==> src/cpuPkg.sv <==
// shared widths, instruction field positions, opcode enums, decode, control and status structs
`default_nettype none

package cpuPkg;

    localparam int wordWidth = 16;
    localparam int numRegs   = 8;

    // instruction field positions
    localparam int opHi     = 15;
    localparam int opLo     = 13;
    localparam int aluHi    = 12;
    localparam int aluLo    = 11;
    localparam int rnHi     = 10;
    localparam int rnLo     = 8;
    localparam int rdHi     = 7;
    localparam int rdLo     = 5;
    localparam int shHi     = 4;
    localparam int shLo     = 3;
    localparam int rmHi     = 2;
    localparam int rmLo     = 0;
    localparam int immWidth = 8;

    typedef logic [wordWidth-1:0]        word_t;
    typedef logic [$clog2(numRegs)-1:0] regAddr_t;

    typedef enum logic [2:0] {
        opMov     = 3'b110,
        opAlu     = 3'b101,
        opIllegal = 3'b000
    } opClass_t;

    typedef enum logic [1:0] {
        aluAdd = 2'b00,
        aluCmp = 2'b01,
        aluAnd = 2'b10,
        aluMvn = 2'b11
    } aluOp_t;

    // MOV reuses the alu field to pick its form
    localparam aluOp_t movImm = aluAnd;
    localparam aluOp_t movReg = aluAdd;

    typedef enum logic [1:0] {
        shNone = 2'b00,
        shLsl1 = 2'b01,
        shLsr1 = 2'b10,  // zero fill
        shAsr1 = 2'b11
    } shiftOp_t;

    typedef struct packed {
        opClass_t opClass;
        aluOp_t   aluOp;
        regAddr_t rn;
        regAddr_t rd;
        regAddr_t rm;
        shiftOp_t shift;
        word_t    sximm8;
    } decoded_t;

    typedef enum logic [1:0] {selRn, selRd, selRm} regSel_t;

    typedef enum logic {srcImm, srcC} writeSrc_t;

    typedef struct packed {
        regSel_t   nsel;
        writeSrc_t vsel;
        logic      write;
        logic      loadA;
        logic      loadB;
        logic      loadC;
        logic      loadS;
        logic      asel;   // zero operand A
    } ctrl_t;

    typedef struct packed {
        logic z;
        logic n;
        logic v;
    } status_t;

endpackage

`default_nettype wire

==> src/aluShift.sv <==
// Rm shifter, operand A zeroing, ALU for ADD/CMP/AND/MVN and MOV pass, zero/negative/overflow flags
`default_nettype none
`timescale 1ns/1ps

module aluShift import cpuPkg::*; (
    input  wire word_t    a,
    input  wire word_t    b,
    input  wire logic     asel,
    input  wire shiftOp_t shift,
    input  wire aluOp_t   aluOp,
    input  wire opClass_t opClass,
    output word_t         out,
    output status_t       flags
);

    word_t shifted;
    word_t ain;
    word_t sum;
    word_t diff;
    logic  addOvf;
    logic  subOvf;

    always_comb begin
        case (shift)
            shLsl1:  shifted = {b[wordWidth-2:0], 1'b0};
            shLsr1:  shifted = {1'b0, b[wordWidth-1:1]};
            shAsr1:  shifted = {b[wordWidth-1], b[wordWidth-1:1]};
            default: shifted = b;
        endcase
    end

    assign ain  = asel ? '0 : a;
    assign sum  = ain + shifted;
    assign diff = ain - shifted;

    // signed overflow from the sign bits
    assign addOvf = (ain[wordWidth-1] == shifted[wordWidth-1]) &&
                    (sum[wordWidth-1] != ain[wordWidth-1]);
    assign subOvf = (ain[wordWidth-1] != shifted[wordWidth-1]) &&
                    (diff[wordWidth-1] != ain[wordWidth-1]);

    always_comb begin
        flags.v = 1'b0;
        if (opClass == opMov) begin
            out = sum;   // MOV Rd, Rm as zeroed A plus shifted Rm
        end else begin
            case (aluOp)
                aluAdd: begin
                    out     = sum;
                    flags.v = addOvf;
                end
                aluCmp: begin
                    out     = diff;
                    flags.v = subOvf;
                end
                aluAnd:  out = ain & shifted;
                default: out = ~shifted;   // MVN
            endcase
        end
        flags.z = (out == '0);
        flags.n = out[wordWidth-1];
    end

endmodule

`default_nettype wire

==> src/cpuController.sv <==
// req/ack handshake and multicycle sequencing FSM driving the datapath control struct
`default_nettype none
`timescale 1ns/1ps

module cpuController import cpuPkg::*; (
    input  wire logic     clk,
    input  wire logic     reset,
    input  wire logic     req,
    input  wire decoded_t decoded,
    output logic          ack,
    output logic          loadIr,
    output ctrl_t         ctrl
);

    typedef enum logic [3:0] {
        idle,
        decode,
        getImm,
        loadA,
        loadB,
        execute,
        writeBack,
        loadS,
        done
    } ctrlState_t;

    ctrlState_t state;
    ctrlState_t nextState;
    logic       zeroA;

    // MOV Rd, Rm and MVN ignore Rn
    assign zeroA = (decoded.opClass == opMov) || (decoded.aluOp == aluMvn);

    assign loadIr = (state == idle) && req;   // instruction captured on accept

    always_comb begin
        nextState = state;
        case (state)
            idle: if (req) nextState = decode;
            decode: begin
                case (decoded.opClass)
                    opMov: begin
                        if (decoded.aluOp == movImm) begin
                            nextState = getImm;
                        end else if (decoded.aluOp == movReg) begin
                            nextState = loadB;
                        end else begin
                            nextState = done;   // unused MOV form, no effect
                        end
                    end
                    opAlu:   nextState = (decoded.aluOp == aluMvn) ? loadB : loadA;
                    default: nextState = done;   // illegal opcode
                endcase
            end
            getImm: nextState = done;
            loadA:  nextState = loadB;
            loadB: begin
                if (decoded.opClass == opAlu && decoded.aluOp == aluCmp) begin
                    nextState = loadS;   // CMP writes no register
                end else begin
                    nextState = execute;
                end
            end
            execute:   nextState = writeBack;
            writeBack: nextState = done;
            loadS:     nextState = done;
            done:      if (!req) nextState = idle;
            default:   nextState = idle;
        endcase
    end

    always_ff @(posedge clk) begin
        if (reset) begin
            state <= idle;
            ack   <= 1'b0;
        end else begin
            state <= nextState;
            ack   <= (nextState == done);
        end
    end

    // per-state datapath controls
    always_comb begin
        ctrl = '0;
        case (state)
            getImm: begin
                ctrl.nsel  = selRn;
                ctrl.vsel  = srcImm;
                ctrl.write = 1'b1;
            end
            loadA: begin
                ctrl.nsel  = selRn;
                ctrl.loadA = 1'b1;
            end
            loadB: begin
                ctrl.nsel  = selRm;
                ctrl.loadB = 1'b1;
            end
            execute: begin
                ctrl.loadC = 1'b1;
                ctrl.asel  = zeroA;
            end
            writeBack: begin
                ctrl.nsel  = selRd;
                ctrl.vsel  = srcC;
                ctrl.write = 1'b1;
            end
            loadS: ctrl.loadS = 1'b1;
            default: ;
        endcase
    end

    // ack only answers a request that is still held
    ackOnlyForReq: assert property (
        @(posedge clk) disable iff (reset)
        $rose(ack) |-> req
    ) else $error("ack rose without a pending request");

    // sequencing relies on the decoded fields staying put
    decodeHeldWhileBusy: assert property (
        @(posedge clk) disable iff (reset)
        !loadIr |=> $stable(decoded)
    ) else $error("decoded instruction changed without loadIr");

endmodule

`default_nettype wire

==> src/datapath.sv <==
// register number and write-back muxes, A/B/C and status registers around regFile and aluShift
`default_nettype none
`timescale 1ns/1ps

module datapath import cpuPkg::*; (
    input  wire logic     clk,
    input  wire logic     reset,
    input  wire ctrl_t    ctrl,
    input  wire decoded_t decoded,
    output word_t         result,
    output status_t       status
);

    regAddr_t regNum;
    word_t    writeData;
    word_t    readData;
    word_t    regA;
    word_t    regB;
    word_t    aluOut;
    status_t  aluFlags;

    // one register number serves both ports
    always_comb begin
        case (ctrl.nsel)
            selRn:   regNum = decoded.rn;
            selRd:   regNum = decoded.rd;
            default: regNum = decoded.rm;
        endcase
    end

    assign writeData = (ctrl.vsel == srcC) ? result : decoded.sximm8;

    regFile regFile_i (
        .clk       (clk),
        .reset     (reset),
        .write     (ctrl.write),
        .writeNum  (regNum),
        .writeData (writeData),
        .readNum   (regNum),
        .readData  (readData)
    );

    // operand registers
    always_ff @(posedge clk) begin
        if (ctrl.loadA) begin
            regA <= readData;
        end
        if (ctrl.loadB) begin
            regB <= readData;
        end
    end

    aluShift aluShift_i (
        .a       (regA),
        .b       (regB),
        .asel    (ctrl.asel),
        .shift   (decoded.shift),
        .aluOp   (decoded.aluOp),
        .opClass (decoded.opClass),
        .out     (aluOut),
        .flags   (aluFlags)
    );

    always_ff @(posedge clk) begin
        if (reset) begin
            result <= '0;
            status <= '0;
        end else begin
            if (ctrl.loadC) begin
                result <= aluOut;   // C register
            end
            if (ctrl.loadS) begin
                status <= aluFlags;   // only CMP gets here
            end
        end
    end

endmodule

`default_nettype wire

==> src/instrDecoder.sv <==
// instruction register with field split, opcode classing and immediate sign extension
`default_nettype none
`timescale 1ns/1ps

module instrDecoder import cpuPkg::*; (
    input  wire logic     clk,
    input  wire logic     reset,
    input  wire logic     loadIr,
    input  wire word_t    instr,
    output decoded_t      decoded
);

    word_t ir;

    always_ff @(posedge clk) begin
        if (reset) begin
            ir <= '0;   // decodes as illegal
        end else if (loadIr) begin
            ir <= instr;
        end
    end

    always_comb begin
        case (ir[opHi:opLo])
            3'b110:  decoded.opClass = opMov;
            3'b101:  decoded.opClass = opAlu;
            default: decoded.opClass = opIllegal;
        endcase

        decoded.aluOp = aluOp_t'(ir[aluHi:aluLo]);
        decoded.rn    = ir[rnHi:rnLo];
        decoded.rd    = ir[rdHi:rdLo];
        decoded.rm    = ir[rmHi:rmLo];
        decoded.shift = shiftOp_t'(ir[shHi:shLo]);

        // replicate bit 7 up to the word width
        decoded.sximm8 = {{(wordWidth-immWidth){ir[immWidth-1]}}, ir[immWidth-1:0]};
    end

endmodule

`default_nettype wire

==> src/regFile.sv <==
// eight-entry register file, one synchronous write port and one combinational read port
`default_nettype none
`timescale 1ns/1ps

module regFile import cpuPkg::*; (
    input  wire logic     clk,
    input  wire logic     reset,
    input  wire logic     write,
    input  wire regAddr_t writeNum,
    input  wire word_t    writeData,
    input  wire regAddr_t readNum,
    output word_t         readData
);

    word_t regs [numRegs];

    always_ff @(posedge clk) begin
        if (reset) begin
            for (int i = 0; i < numRegs; i++) begin
                regs[i] <= '0;
            end
        end else if (write) begin
            regs[writeNum] <= writeData;
        end
    end

    assign readData = regs[readNum];   // no read latency

    // the controller must settle nsel before it raises write
    writeNumKnown: assert property (
        @(posedge clk) disable iff (reset)
        write |-> !$isunknown(writeNum)
    ) else $error("regFile write with unknown register number");

endmodule

`default_nettype wire

==> src/simpleCpu.sv <==
// top level wiring of instruction decoder, sequencing controller and datapath
`default_nettype none
`timescale 1ns/1ps

module simpleCpu import cpuPkg::*; (
    input  wire logic  clk,
    input  wire logic  reset,
    input  wire logic  req,
    input  wire word_t instr,
    output logic       ack,
    output word_t      result,
    output status_t    status
);

    logic     loadIr;
    decoded_t decoded;
    ctrl_t    ctrl;

    instrDecoder instrDecoder_i (
        .clk     (clk),
        .reset   (reset),
        .loadIr  (loadIr),
        .instr   (instr),
        .decoded (decoded)
    );

    cpuController cpuController_i (
        .clk     (clk),
        .reset   (reset),
        .req     (req),
        .decoded (decoded),
        .ack     (ack),
        .loadIr  (loadIr),
        .ctrl    (ctrl)
    );

    datapath datapath_i (
        .clk     (clk),
        .reset   (reset),
        .ctrl    (ctrl),
        .decoded (decoded),
        .result  (result),
        .status  (status)
    );

endmodule

`default_nettype wire

==> config.mk <==
export PLATFORM = sky130hd
export DESIGN_NAME = simpleCpu
export DESIGN_NICKNAME = d
export VERILOG_FILES = /design/src/cpuPkg.sv /design/src/aluShift.sv /design/src/cpuController.sv /design/src/datapath.sv /design/src/instrDecoder.sv /design/src/regFile.sv /design/src/simpleCpu.sv
export SDC_FILE = /design/constraint.sdc
export NUM_CORES = 1
export LEC_CHECK = 0
export BUFFER_PORTS_ARGS = -buffer_cell sky130_fd_sc_hd__buf_2
export CAP_MARGIN = 20
export CELL_PAD_IN_SITES_DETAIL_PLACEMENT = 1
export CELL_PAD_IN_SITES_GLOBAL_PLACEMENT = 2
export CORE_MARGIN = 3
export CORE_UTILIZATION = 45
export DETAILED_ROUTE_END_ITERATION = 10
export GPL_TIMING_DRIVEN = 0
export PLACE_DENSITY = 0.85
export SYNTH_ARGS = -nofsm -noshare
export SYNTH_HDL_FRONTEND = slang
export SYNTH_SLANG_ARGS = --single-unit
export TNS_END_PERCENT = 1
==> constraint.sdc <==
create_clock -name clk -period 8.7 [get_ports clk]
set_clock_uncertainty 0.15 [all_clocks]
set_input_delay 1.74 -clock clk [delete_from_list [all_inputs] [get_ports clk]]
set_output_delay 1.74 -clock clk [all_outputs]
set_load 0.05 [all_outputs]
; ---- Yosys cells after proc, flatten, opt, wreduce, memory -nomap -nowiden
; Memories as Yosys holds them, arrays and structs flattened.
; Cells that the tools add are included.
[op_classes]
n_mux = 32
bitwise = 2
add_sub_neg = 2
n_reduce_logical = 11
n_eq_ne = 24
[ops]
columns = cell, n
row1 = $pmux 16 s3, 2
row2 = $mux 16, 4
row3 = $pmux 4 s7, 1
row4 = $add 16x16->16, 1
row5 = $and 16x16->16, 1
row6 = $eq 4x3->1 const B, 4
row7 = $logic_not 16->1, 1
row8 = $mux 4, 4
row9 = $not 16->16, 1
row10 = $reduce_or 16->1, 1
row11 = $sub 16x16->16, 1
row12 = $eq 3x3->1 const B, 4
row13 = $mux 1, 12
row14 = $pmux 3 s2, 2
row15 = $eq 2x2->1 const B, 4
row16 = $eq 4x2->1 const B, 2
row17 = $eq 4x4->1 const B, 2
row18 = $pmux 2 s2, 2
row19 = $pmux 4 s2, 1
row20 = $eq 2x1->1 const B, 3
row21 = $mux 3, 2
row22 = $eq 4x1->1 const B, 1
row23 = $logic_and 1x1->1, 4
row24 = $logic_not 2->1, 2
row25 = other kinds (7), 9
[word_totals]
memories = 1
regBits = 72
word_cells = 81
ramBits = 128
inputBits = 19
output_inout_bits = 20
[mem_list]
columns = memory, words, word_bits, read_ports, rd_ports_with_merged_regs, wr, line_no
row1 = datapath_i.regFile_i.regs, 8, 16, 1, 0, 8, regFile.sv:15  ; word_t regs [numRegs];

; ---- Logic depth before layout (Yosys ltp)
; Gate-level depths: netlist (run 1).
[depth]
ltp_word = 11
depth_mapped = 21
ltp_nobuf = 19

; ---- Cells and area by module
; From an unflattened synthesis (run 1), not the netlist that was laid out.
[unflattened]
cells_unflattened = 1031
hier_area_um2 = 11752.5
[by_module_without_submodules]
columns = mod, area_per_inst_um2, cells_each, n_inst, seq_area_each_um2
row1 = regFile, 5845.6, 373, 1, 3843.7
row2 = aluShift, 2680.1, 399, 1, 0.0
row3 = datapath, 1944.4, 120, 1, 1341.3
row4 = instrDecoder, 829.5, 86, 1, 320.3
row5 = cpuController, 452.9, 53, 1, 100.1

; ---- Least setup slack after synthesis (run 1)
; No wires, ideal clock.
[synth_path]
path_kind = register to register
from = register instrDecoder_i.ir[15]
to = register, netlist name datapath_i.status[2]
n_path_buf = 3
stages_incl_launch_ff = 20
arrival_ps = 3832
slack_ps = 4633
setup_ps = 84
cell_sequence = dfxtp_1 nand2_1 nor2_1 inv_1 ha_1 clkbuf_1 o21ai_1 clkbuf_1 and2_1 ha_1 clkbuf_1 a221o_1 o211ai_1 o2111ai_2 a31oi_4 nor4_1 or4_1 o22ai_2 nand4_1 o31ai_2
[synth_via]
elab_chain_cells = 10
word_cells_on_any_way = 13
cone_classes = add/sub (2) / eq/ne (3) / mux (5) / bitwise (1) / reduce/logical (2)
[synth_rtl]
columns = item, line_no
row1 = "start, declared", instrDecoder.sv:13  ; word_t ir;
row2 = "start signal, assigned", instrDecoder.sv:19  ; ir <= instr;
row3 = $eq 3x3->1, instrDecoder.sv:24  ; case (ir[opHi:opLo])
row4 = $pmux 3 s2 *, instrDecoder.sv:24
row5 = $eq 3x3->1 *, "aluShift.sv:44, cpuController.sv:32"
row6 = $logic_or 1x1->1, cpuController.sv:32  ; assign zeroA = (decoded.opClass == opMov) || (decoded.aluOp == aluMvn);
row7 = $mux 1, cpuController.sv:85  ; case (state)
row8 = $mux 16, aluShift.sv:32  ; assign ain = asel ? '0 : a;
row9 = $sub 16x16->16 (tied with other cells), aluShift.sv:34  ; assign diff = ain - shifted;
row10 = $pmux 16 s3, aluShift.sv:47  ; case (aluOp)
row11 = $mux 16 *, aluShift.sv:44  ; if (opClass == opMov) begin
row12 = $logic_not 16->1 *, aluShift.sv:60  ; flags.z = (out == '0);
; Every way passes the cells marked *; elsewhere a longest branch is shown, timed or not.
; A chain may end at the register's enable or synchronous reset.

; ---- Worst setup path in the final report (run 1)
[layout_path]
from = register instrDecoder_i.ir[15]
to = register, netlist name datapath_i.status[2]
[layout_via]
elab_chain_cells = 10
word_cells_on_any_way = 13
cone_classes = add/sub (2) / eq/ne (3) / mux (5) / bitwise (1) / reduce/logical (2)
[layout_rtl]
columns = item, line_no
row1 = $eq 3x3->1, instrDecoder.sv:24
row2 = $pmux 3 s2 *, instrDecoder.sv:24
row3 = $eq 3x3->1 *, "aluShift.sv:44, cpuController.sv:32"
row4 = $logic_or 1x1->1, cpuController.sv:32
row5 = $mux 1, cpuController.sv:85
row6 = $mux 16, aluShift.sv:32
row7 = $sub 16x16->16 (tied with other cells), aluShift.sv:34
row8 = $pmux 16 s3, aluShift.sv:47
row9 = $mux 16 *, aluShift.sv:44
row10 = $logic_not 16->1 *, aluShift.sv:60
; Marks and branches as above.

==> results of run 1 <==
## flip-flops by register name, indices dropped and copies added (netlist names)
register	flops
datapath_i.regFile_i.regs	128
datapath_i.regA	16
datapath_i.regB	16
datapath_i.result	16
instrDecoder_i.ir	16
cpuController_i.state	4
datapath_i.status	3
cpuController_i.ack	1
## final cells by class
cell class                      count  area, µm²  share of cell area
Clock inverter                     14        176              0.0142
Sequential cell                   200       5610               0.451
Clock buffer                       17        425              0.0342
Inverter                           41        154              0.0124
Buffer                             64        282              0.0227
Multi-Input combinational cell    777       5170               0.416
Tap cell                          324        405              0.0326
Timing Repair Buffer               39        208              0.0167
## per-stage QoR
stage | utilization | hold slack, ns | std cells | worst slack (ns) | instance area, µm²
CTS | 0.509 | 0.307 | 1476 | 2.87 | 12400
global placement | 0.483 | 0.293 | 1443 | 2.97 | 11800
detailed placement | 0.485 | 0.296 | 1445 | 2.93 | 11800
global route | 0.509 | 0.323 | 1476 | 2.51 | 12400
finish | 0.509 | 0.302 | 1476 | 2.82 | 12400
floorplan | - | 0.283 | 1082 | 4.63 | 11200
## final timing paths
| kind | end | slack [ns] | cells past startpoint |
|---|---|---|---|
| setup / recovery | datapath_i.status[2]$_SDFFE_PP0P_ | 2.82 | 20 |
| hold / removal | datapath_i.status[0]$_SDFFE_PP0P_ | 0.30 | 2 |
| hold reg to reg | datapath_i.status[0]$_SDFFE_PP0P_ | 0.30 | 2 |
| setup reg to reg | datapath_i.status[2]$_SDFFE_PP0P_ | 2.82 | 20 |
## where the power goes
group | internal, mW | switching (mW) | leakage, nW
clock | 0.390 | 0.408 | 0.287
combinational | 0.0992 | 0.196 | 2.20
sequential | 1.06 | 0.0114 | 1.94
total | 1.55 | 0.616 | 4.42
## logic make-up (layout without fill, tap and decap cells)
| logic type | Yosys count | after routing | share of synthesized area |
|---|---|---|---|
| adders and majority gates | 30 | 30 | 0.0335 |
| buffers and inverters | 105 | 175 | 0.0389 |
| and+or+nand+nor | 447 | 447 | 0.179 |
| DFF | 200 | 200 | 0.501 |
| muxes | 67 | 67 | 0.0997 |
| AOI/OAI and AO/OA | 219 | 219 | 0.136 |
| xor gates and xnor gates | 14 | 14 | 0.0123 |
## worst max-delay path, stage by stage (launching register included)
cell and delay [ns]:
dfxtp_1 0.39, nand2_1 0.07, nor2_1 0.20, inv_1 0.08, ha_1 0.17, clkbuf_1 0.23, o21ai_1 0.60, clkbuf_1 0.50
nand2_1 0.20, inv_1 0.09, ha_1 0.26, nor2_1 0.06, o2bb2ai_1 0.21, a2111oi_4 0.47, nor2_1 0.12, and3_1 0.20
nor4b_1 0.72, nand4_1 0.24, nor4_1 0.44, nand4_1 0.16, o31ai_2 0.19
## synth_stat cells, types with 8 or more instances
| cell | number | area share |
|---|---|---|
| a211oi_1 | 20 | 0.013 |
| a21oi_1 | 68 | 0.030 |
| and2_1 | 15 | 0.0084 |
| and3_1 | 8 | 0.0045 |
| clkbuf_1 | 50 | 0.017 |
| dfxtp_1 | 40 | 0.072 |
| edfxtp_1 | 160 | 0.43 |
| ha_1 | 30 | 0.034 |
| inv_1 | 41 | 0.014 |
| mux2i_1 | 26 | 0.023 |
| mux4_2 | 32 | 0.064 |
| nand2_1 | 149 | 0.050 |
| nand2b_1 | 12 | 0.0067 |
| nand3b_1 | 10 | 0.0067 |
| nor2_1 | 188 | 0.063 |
| nor2b_1 | 9 | 0.0050 |
| nor3_1 | 15 | 0.0067 |
| o211ai_1 | 9 | 0.0060 |
| o21ai_0 | 35 | 0.016 |
| o31ai_1 | 8 | 0.0054 |
| xnor2_1 | 10 | 0.0078 |
## layer usage
layer,share of wire,global-route usage,vias up
li1,-,-,4033
met1,0.44,0.354,4420
met2,0.51,0.462,188
met3,0.033,0.0260,40
met4,0.021,0.0727,0
met5,0,0,-
==> summary.md, run 1 <==
| Metric | Value |
|---|---|
| Core ar. | 24400 µm² |
| Ys Warns | 0 |
| Die Y | 164 µm |
| Status | finished clean |
| Fin crit share | 0.676 |
| Worst r2r src | instrDecoder_i.ir[15]$_SDFFE_PP0P_ |
| Vias | 8681 |
| Clock Pin Slew Worst Setup and Hold Paths | 0.09 ns |
| Slew Limit Fails | 0 |
| # rows | 57 |
| Clk sink count | 200 |
| Most common cell after layout, fill and taps aside | nor2_1 |
| Initial DRC Count | 673 |
| CP endpoint kind | flip-flop |
| Register bit count reported by yosys | 200 |
| H-tree depth | 4 |
| Most frequent cells in the layout | nor2_1, edfxtp_1, nand2_1 |
| Synth Cell Area | 11200 µm² |
| Async SR Flop Fraction | 0 |
| Final GP Congestion | 0.898 |
| Slew headroom | 0.323 |
| Pin count of the biggest net entering global routing | 22 |
| Data required, critical path | 8.91 ns |
| CTS Buf Count | 17 |
| Setup TNS | 0 ns |
| Final net count | 1189 |
| Resize count post-CTS | 0 |
| Bufs on Longest Clock Path | 2 |
| Final setup fails | 0 |
| WL final | 34500 µm |
| Layout area overhead | 10.9% |
| Starting density of the core | 0.459 |
| First-pass GRT wire length | 53800 µm |
| Global-route usage over all layers | 0.265 |
| CP max FO | 10 |
| Setup bufs post-CTS | 0 |
| Number of synthesized flops with an enable pin | 160 |
| Max IR drop VDD | 0.000165 V |
| Crit path from | instrDecoder_i.ir[15]$_SDFFE_PP0P_ |
| Worst-Margin Slew | 1.01 ns |
| Die area | 26800 µm² |
| Root Buffer | clkbuf_16 |
| # DRC | 0 |
| Fmax | 170 MHz |
| Worst setup path category | flip-flop to flip-flop |
| Grt total ovfl | 0 |
| Drt wl/cell | 23.3 µm |
| Sequential fraction of the synthesis area | 0.501 |
| Drt pass-1 iters | 5 |
| CTS tree | done |
| Crit start category | flip-flop |
| IO Port Bufs | 37 |
| Chip width | 164 µm |
| RSZ-0062 raised after global routing | no |
| I/O Pins | 39 |
| Vias in the first global route | 8959 |
| Hold Fails Final Rpt | 0 |
| Syn Nets | 1131 |
| Max_cap viols | 0 |
| Syn avg cell area | 10.3 µm² |
| Ys flop type | edfxtp_1 |
| Antenna Nets Post-Route | 0 |
| Syn Inst Count | 1082 |
| Fill count | 2760 |
| Tmin final | 5.88 ns |
| Antenna violations before repair | 0 |
| Pwr Total | 2.16 mW |
| Arr. time, crit path | 6.09 ns |
| P per Cell Area | 174 nW/µm² |
| Layout cells sized above 1 | 0.130 |
| Hold Crit Class | flip-flop to flip-flop |
| Synth cell types | 87 |
| Clk_lat worst skew | 0.45 ns |
| Hold Crit Start | datapath_i.status[0]$_SDFFE_PP0P_ |
| Final HPWL DP | 26300 µm |
| Cts hold-fix bufs | 0 |
| Diodes inserted | 0 |
| Leak | 4.42 nW |
| Vias/cell | 5.88 |
(Power assumes the default switching activity.)
==> run 2, diff against run 1 <==
- CORE_UTILIZATION: 45 -> 42
- PLACE_DENSITY: 0.85 -> 0.8
- clock period: 8.7 -> 5.8 ns (I/O delays scaled with it)
==> run 2 against run 1 <==
Effect of this change: utilization shrank 3.2 points; global-route usage shrank 1.9 points; first-iteration DRC count grew 0.74%; wire length shrank 0.39%; sequential power grew 50%; critical path depth is the same; worst hold slack gained 0.0026 ns; design area grew 0.31%; sequential share of layout area shrank 0.14 points; clock power grew 52%; total power grew 51%.
==> summary.md, run 2 (same netlist as run 1, synthesis figures left out) <==
| Metric | Value |
|---|---|
| Pwr Total | 3.26 mW |
| Cell area after placement | 11800 µm² |
| Vias/cell | 5.74 |
| Drt pass-1 iters | 5 |
| IO Port Bufs | 37 |
| Area of the multi-input gates | 5180 µm² |
| Worst hold path depth | 2 |
| H-tree depth | 4 |
| Worst reg-to-reg setup slack | 0.52 ns |
| Setup bufs post-CTS | 0 |
| Die area | 28700 µm² |
| Worst-Margin Slew | 1.02 ns |
| Clock Pin Slew Worst Setup and Hold Paths | 0.09 ns |
| Tmin final | 5.28 ns |
| Hold Crit Start | datapath_i.status[0]$_SDFFE_PP0P_ |
| Slew Limit Fails | 0 |
| Max_cap viols | 0 |
| Chip width | 169 µm |
| # rows | 59 |
| Max IR drop VDD | 0.000180 V |
| Min Hold Slack | 0.304 ns |
| Antenna violations before repair | 0 |
| Worst R2R Path Depth | 20 |
| Vias in the first global route | 8994 |
| Fmax | 189 MHz |
| Number of flip-flops under the largest register name | 128 |
| # DRC | 0 |
| CTS Buf Count | 17 |
| Die Y | 169 µm |
| Final GP Congestion | 0.872 |
| Clk_lat worst skew | 0.44 ns |
| Worst reg2reg path endpoint | datapath_i.status[2]$_SDFFE_PP0P_ |
| CP peak stage delay | 0.53 ns |
| Global-route usage over all layers | 0.246 |
| Hold Fails Final Rpt | 0 |
| Hold Crit Class | flip-flop to flip-flop |
| P per Cell Area | 262 nW/µm² |
| Largest Register | datapath_i.regFile_i.regs |
| Non-filler cells in the finished layout | 1488 |
| Setup TNS | 0 ns |
| Antenna Nets Post-Route | 0 |
| Root Buffer | clkbuf_16 |
| Fill count | 2917 |
| Most common cell after layout, fill and taps aside | nor2_1 |
| Slew headroom | 0.301 |
| Grt total ovfl | 0 |
| Bufs on Longest Clock Path | 2 |
| First-pass GRT wire length | 53700 µm |
| I/O Pins | 39 |
| Register Area | 5610 µm² |
| CP max FO | 10 |
| Fin util | 0.477 |
| Fin crit share | 0.911 |
| Hold endpoint | datapath_i.status[0]$_SDFFE_PP0P_ |
| Inst Count DP | 1456 |
| Finished Cell Area | 12500 µm² |
| Drt wl/cell | 23.1 µm |
| Most frequent cells in the layout | nor2_1, edfxtp_1, nand2_1 |
| Crit start category | flip-flop |
| CP endpoint kind | flip-flop |
| RSZ-0062 raised after global routing | no |
| CTS tree | done |
| Final net count | 1189 |
| Leak | 4.43 nW |
| Slowest cell on crit path | or4_1 |
| Status | finished clean |
| Final setup fails | 0 |
| Layout cells sized above 1 | 0.132 |
| Clk sink count | 200 |
| Pin count of the biggest net entering global routing | 23 |
| Starting density of the core | 0.429 |
| Worst r2r src | instrDecoder_i.ir[15]$_SDFFE_PP0P_ |
| CP cell instances | nand2_1 > nor2_1 > inv_1 > ha_1 > clkbuf_1 > o21ai_2 > clkbuf_1 > and2_1 > ha_1 > clkbuf_1 > nor2_1 > nand3b_1 > nor4_4 > o2111ai_2 > a31oi_4 > nor4_1 > or4_1 > o22ai_2 > nand4_1 > o31ai_2 |
| Arr. time, crit path | 5.49 ns |
| Vias | 8543 |
| Diodes inserted | 0 |
| Worst setup path category | flip-flop to flip-flop |
| Crit path from | instrDecoder_i.ir[15]$_SDFFE_PP0P_ |
| Data required, critical path | 6.00 ns |
| Final HPWL DP | 26400 µm |
| Core ar. | 26100 µm² |
| Final WS setup | 0.517 ns |
| Layout area overhead | 11.3% |
| WL final | 34300 µm |
| Critical Path Most Common Cell | clkbuf_1 |
| Initial DRC Count | 678 |
| DP Worst Slack | 0.145 ns |
==> run 2: what timing repair did <==
action,in CTS,in global routing
endpoints found under the hold margin,0,0
resized for setup,0,2
endpoints found under the setup margin,0,1
hold buffers,0,0
==> run 2: final cells by class <==
class / instances / share of cell area
Multi-Input combinational cell: 777 / 0.415
Clock buffer: 18 / 0.0344
Inverter: 41 / 0.0123
Clock inverter: 14 / 0.0151
Timing Repair Buffer: 39 / 0.0167
Sequential cell: 200 / 0.450
Buffer: 64 / 0.0226
Tap cell: 335 / 0.0336
==> run 2: power by group <==
group          internal, mW  total, mW  switching (mW)
clock                 0.594       1.21           0.618
sequential             1.59       1.60          0.0167
combinational         0.149      0.445           0.296
total                  2.33       3.26           0.930
==> run 2: how the worst max path moves through the flow <==
stage | endpoint | slack, ns | cells after the start
global placement | datapath_i.status[2]$_SDFFE_PP0P_ | 0.1 | 20
global route | datapath_i.status[2]$_SDFFE_PP0P_ | 0.08 | 20
finish | datapath_i.status[2]$_SDFFE_PP0P_ | 0.52 | 20
detailed placement | datapath_i.status[2]$_SDFFE_PP0P_ | 0.15 | 20
floorplan | datapath_i.status[2]$_SDFFE_PP0P_ | 1.73 | 19
CTS | datapath_i.status[2]$_SDFFE_PP0P_ | 0.08 | 20
==> run 2: routing by layer <==
layer,vias up,GRT usage,share of wire
met1,4318,0.326,0.44
met2,165,0.429,0.51
met3,33,0.0338,0.034
li1,4027,-,-
met4,0,0.0608,0.017
met5,-,0,0
==> run 2: worst max-delay path, delay by kind of cell (launching register included) <==
kind                       cells  cell delay [ns]
buffers and inverters          4             0.97
AOI/OAI and AO/OA              5             1.33
DFF                            1             0.42
adders and majority gates      2             0.44
and+or+nand+nor                9             1.87
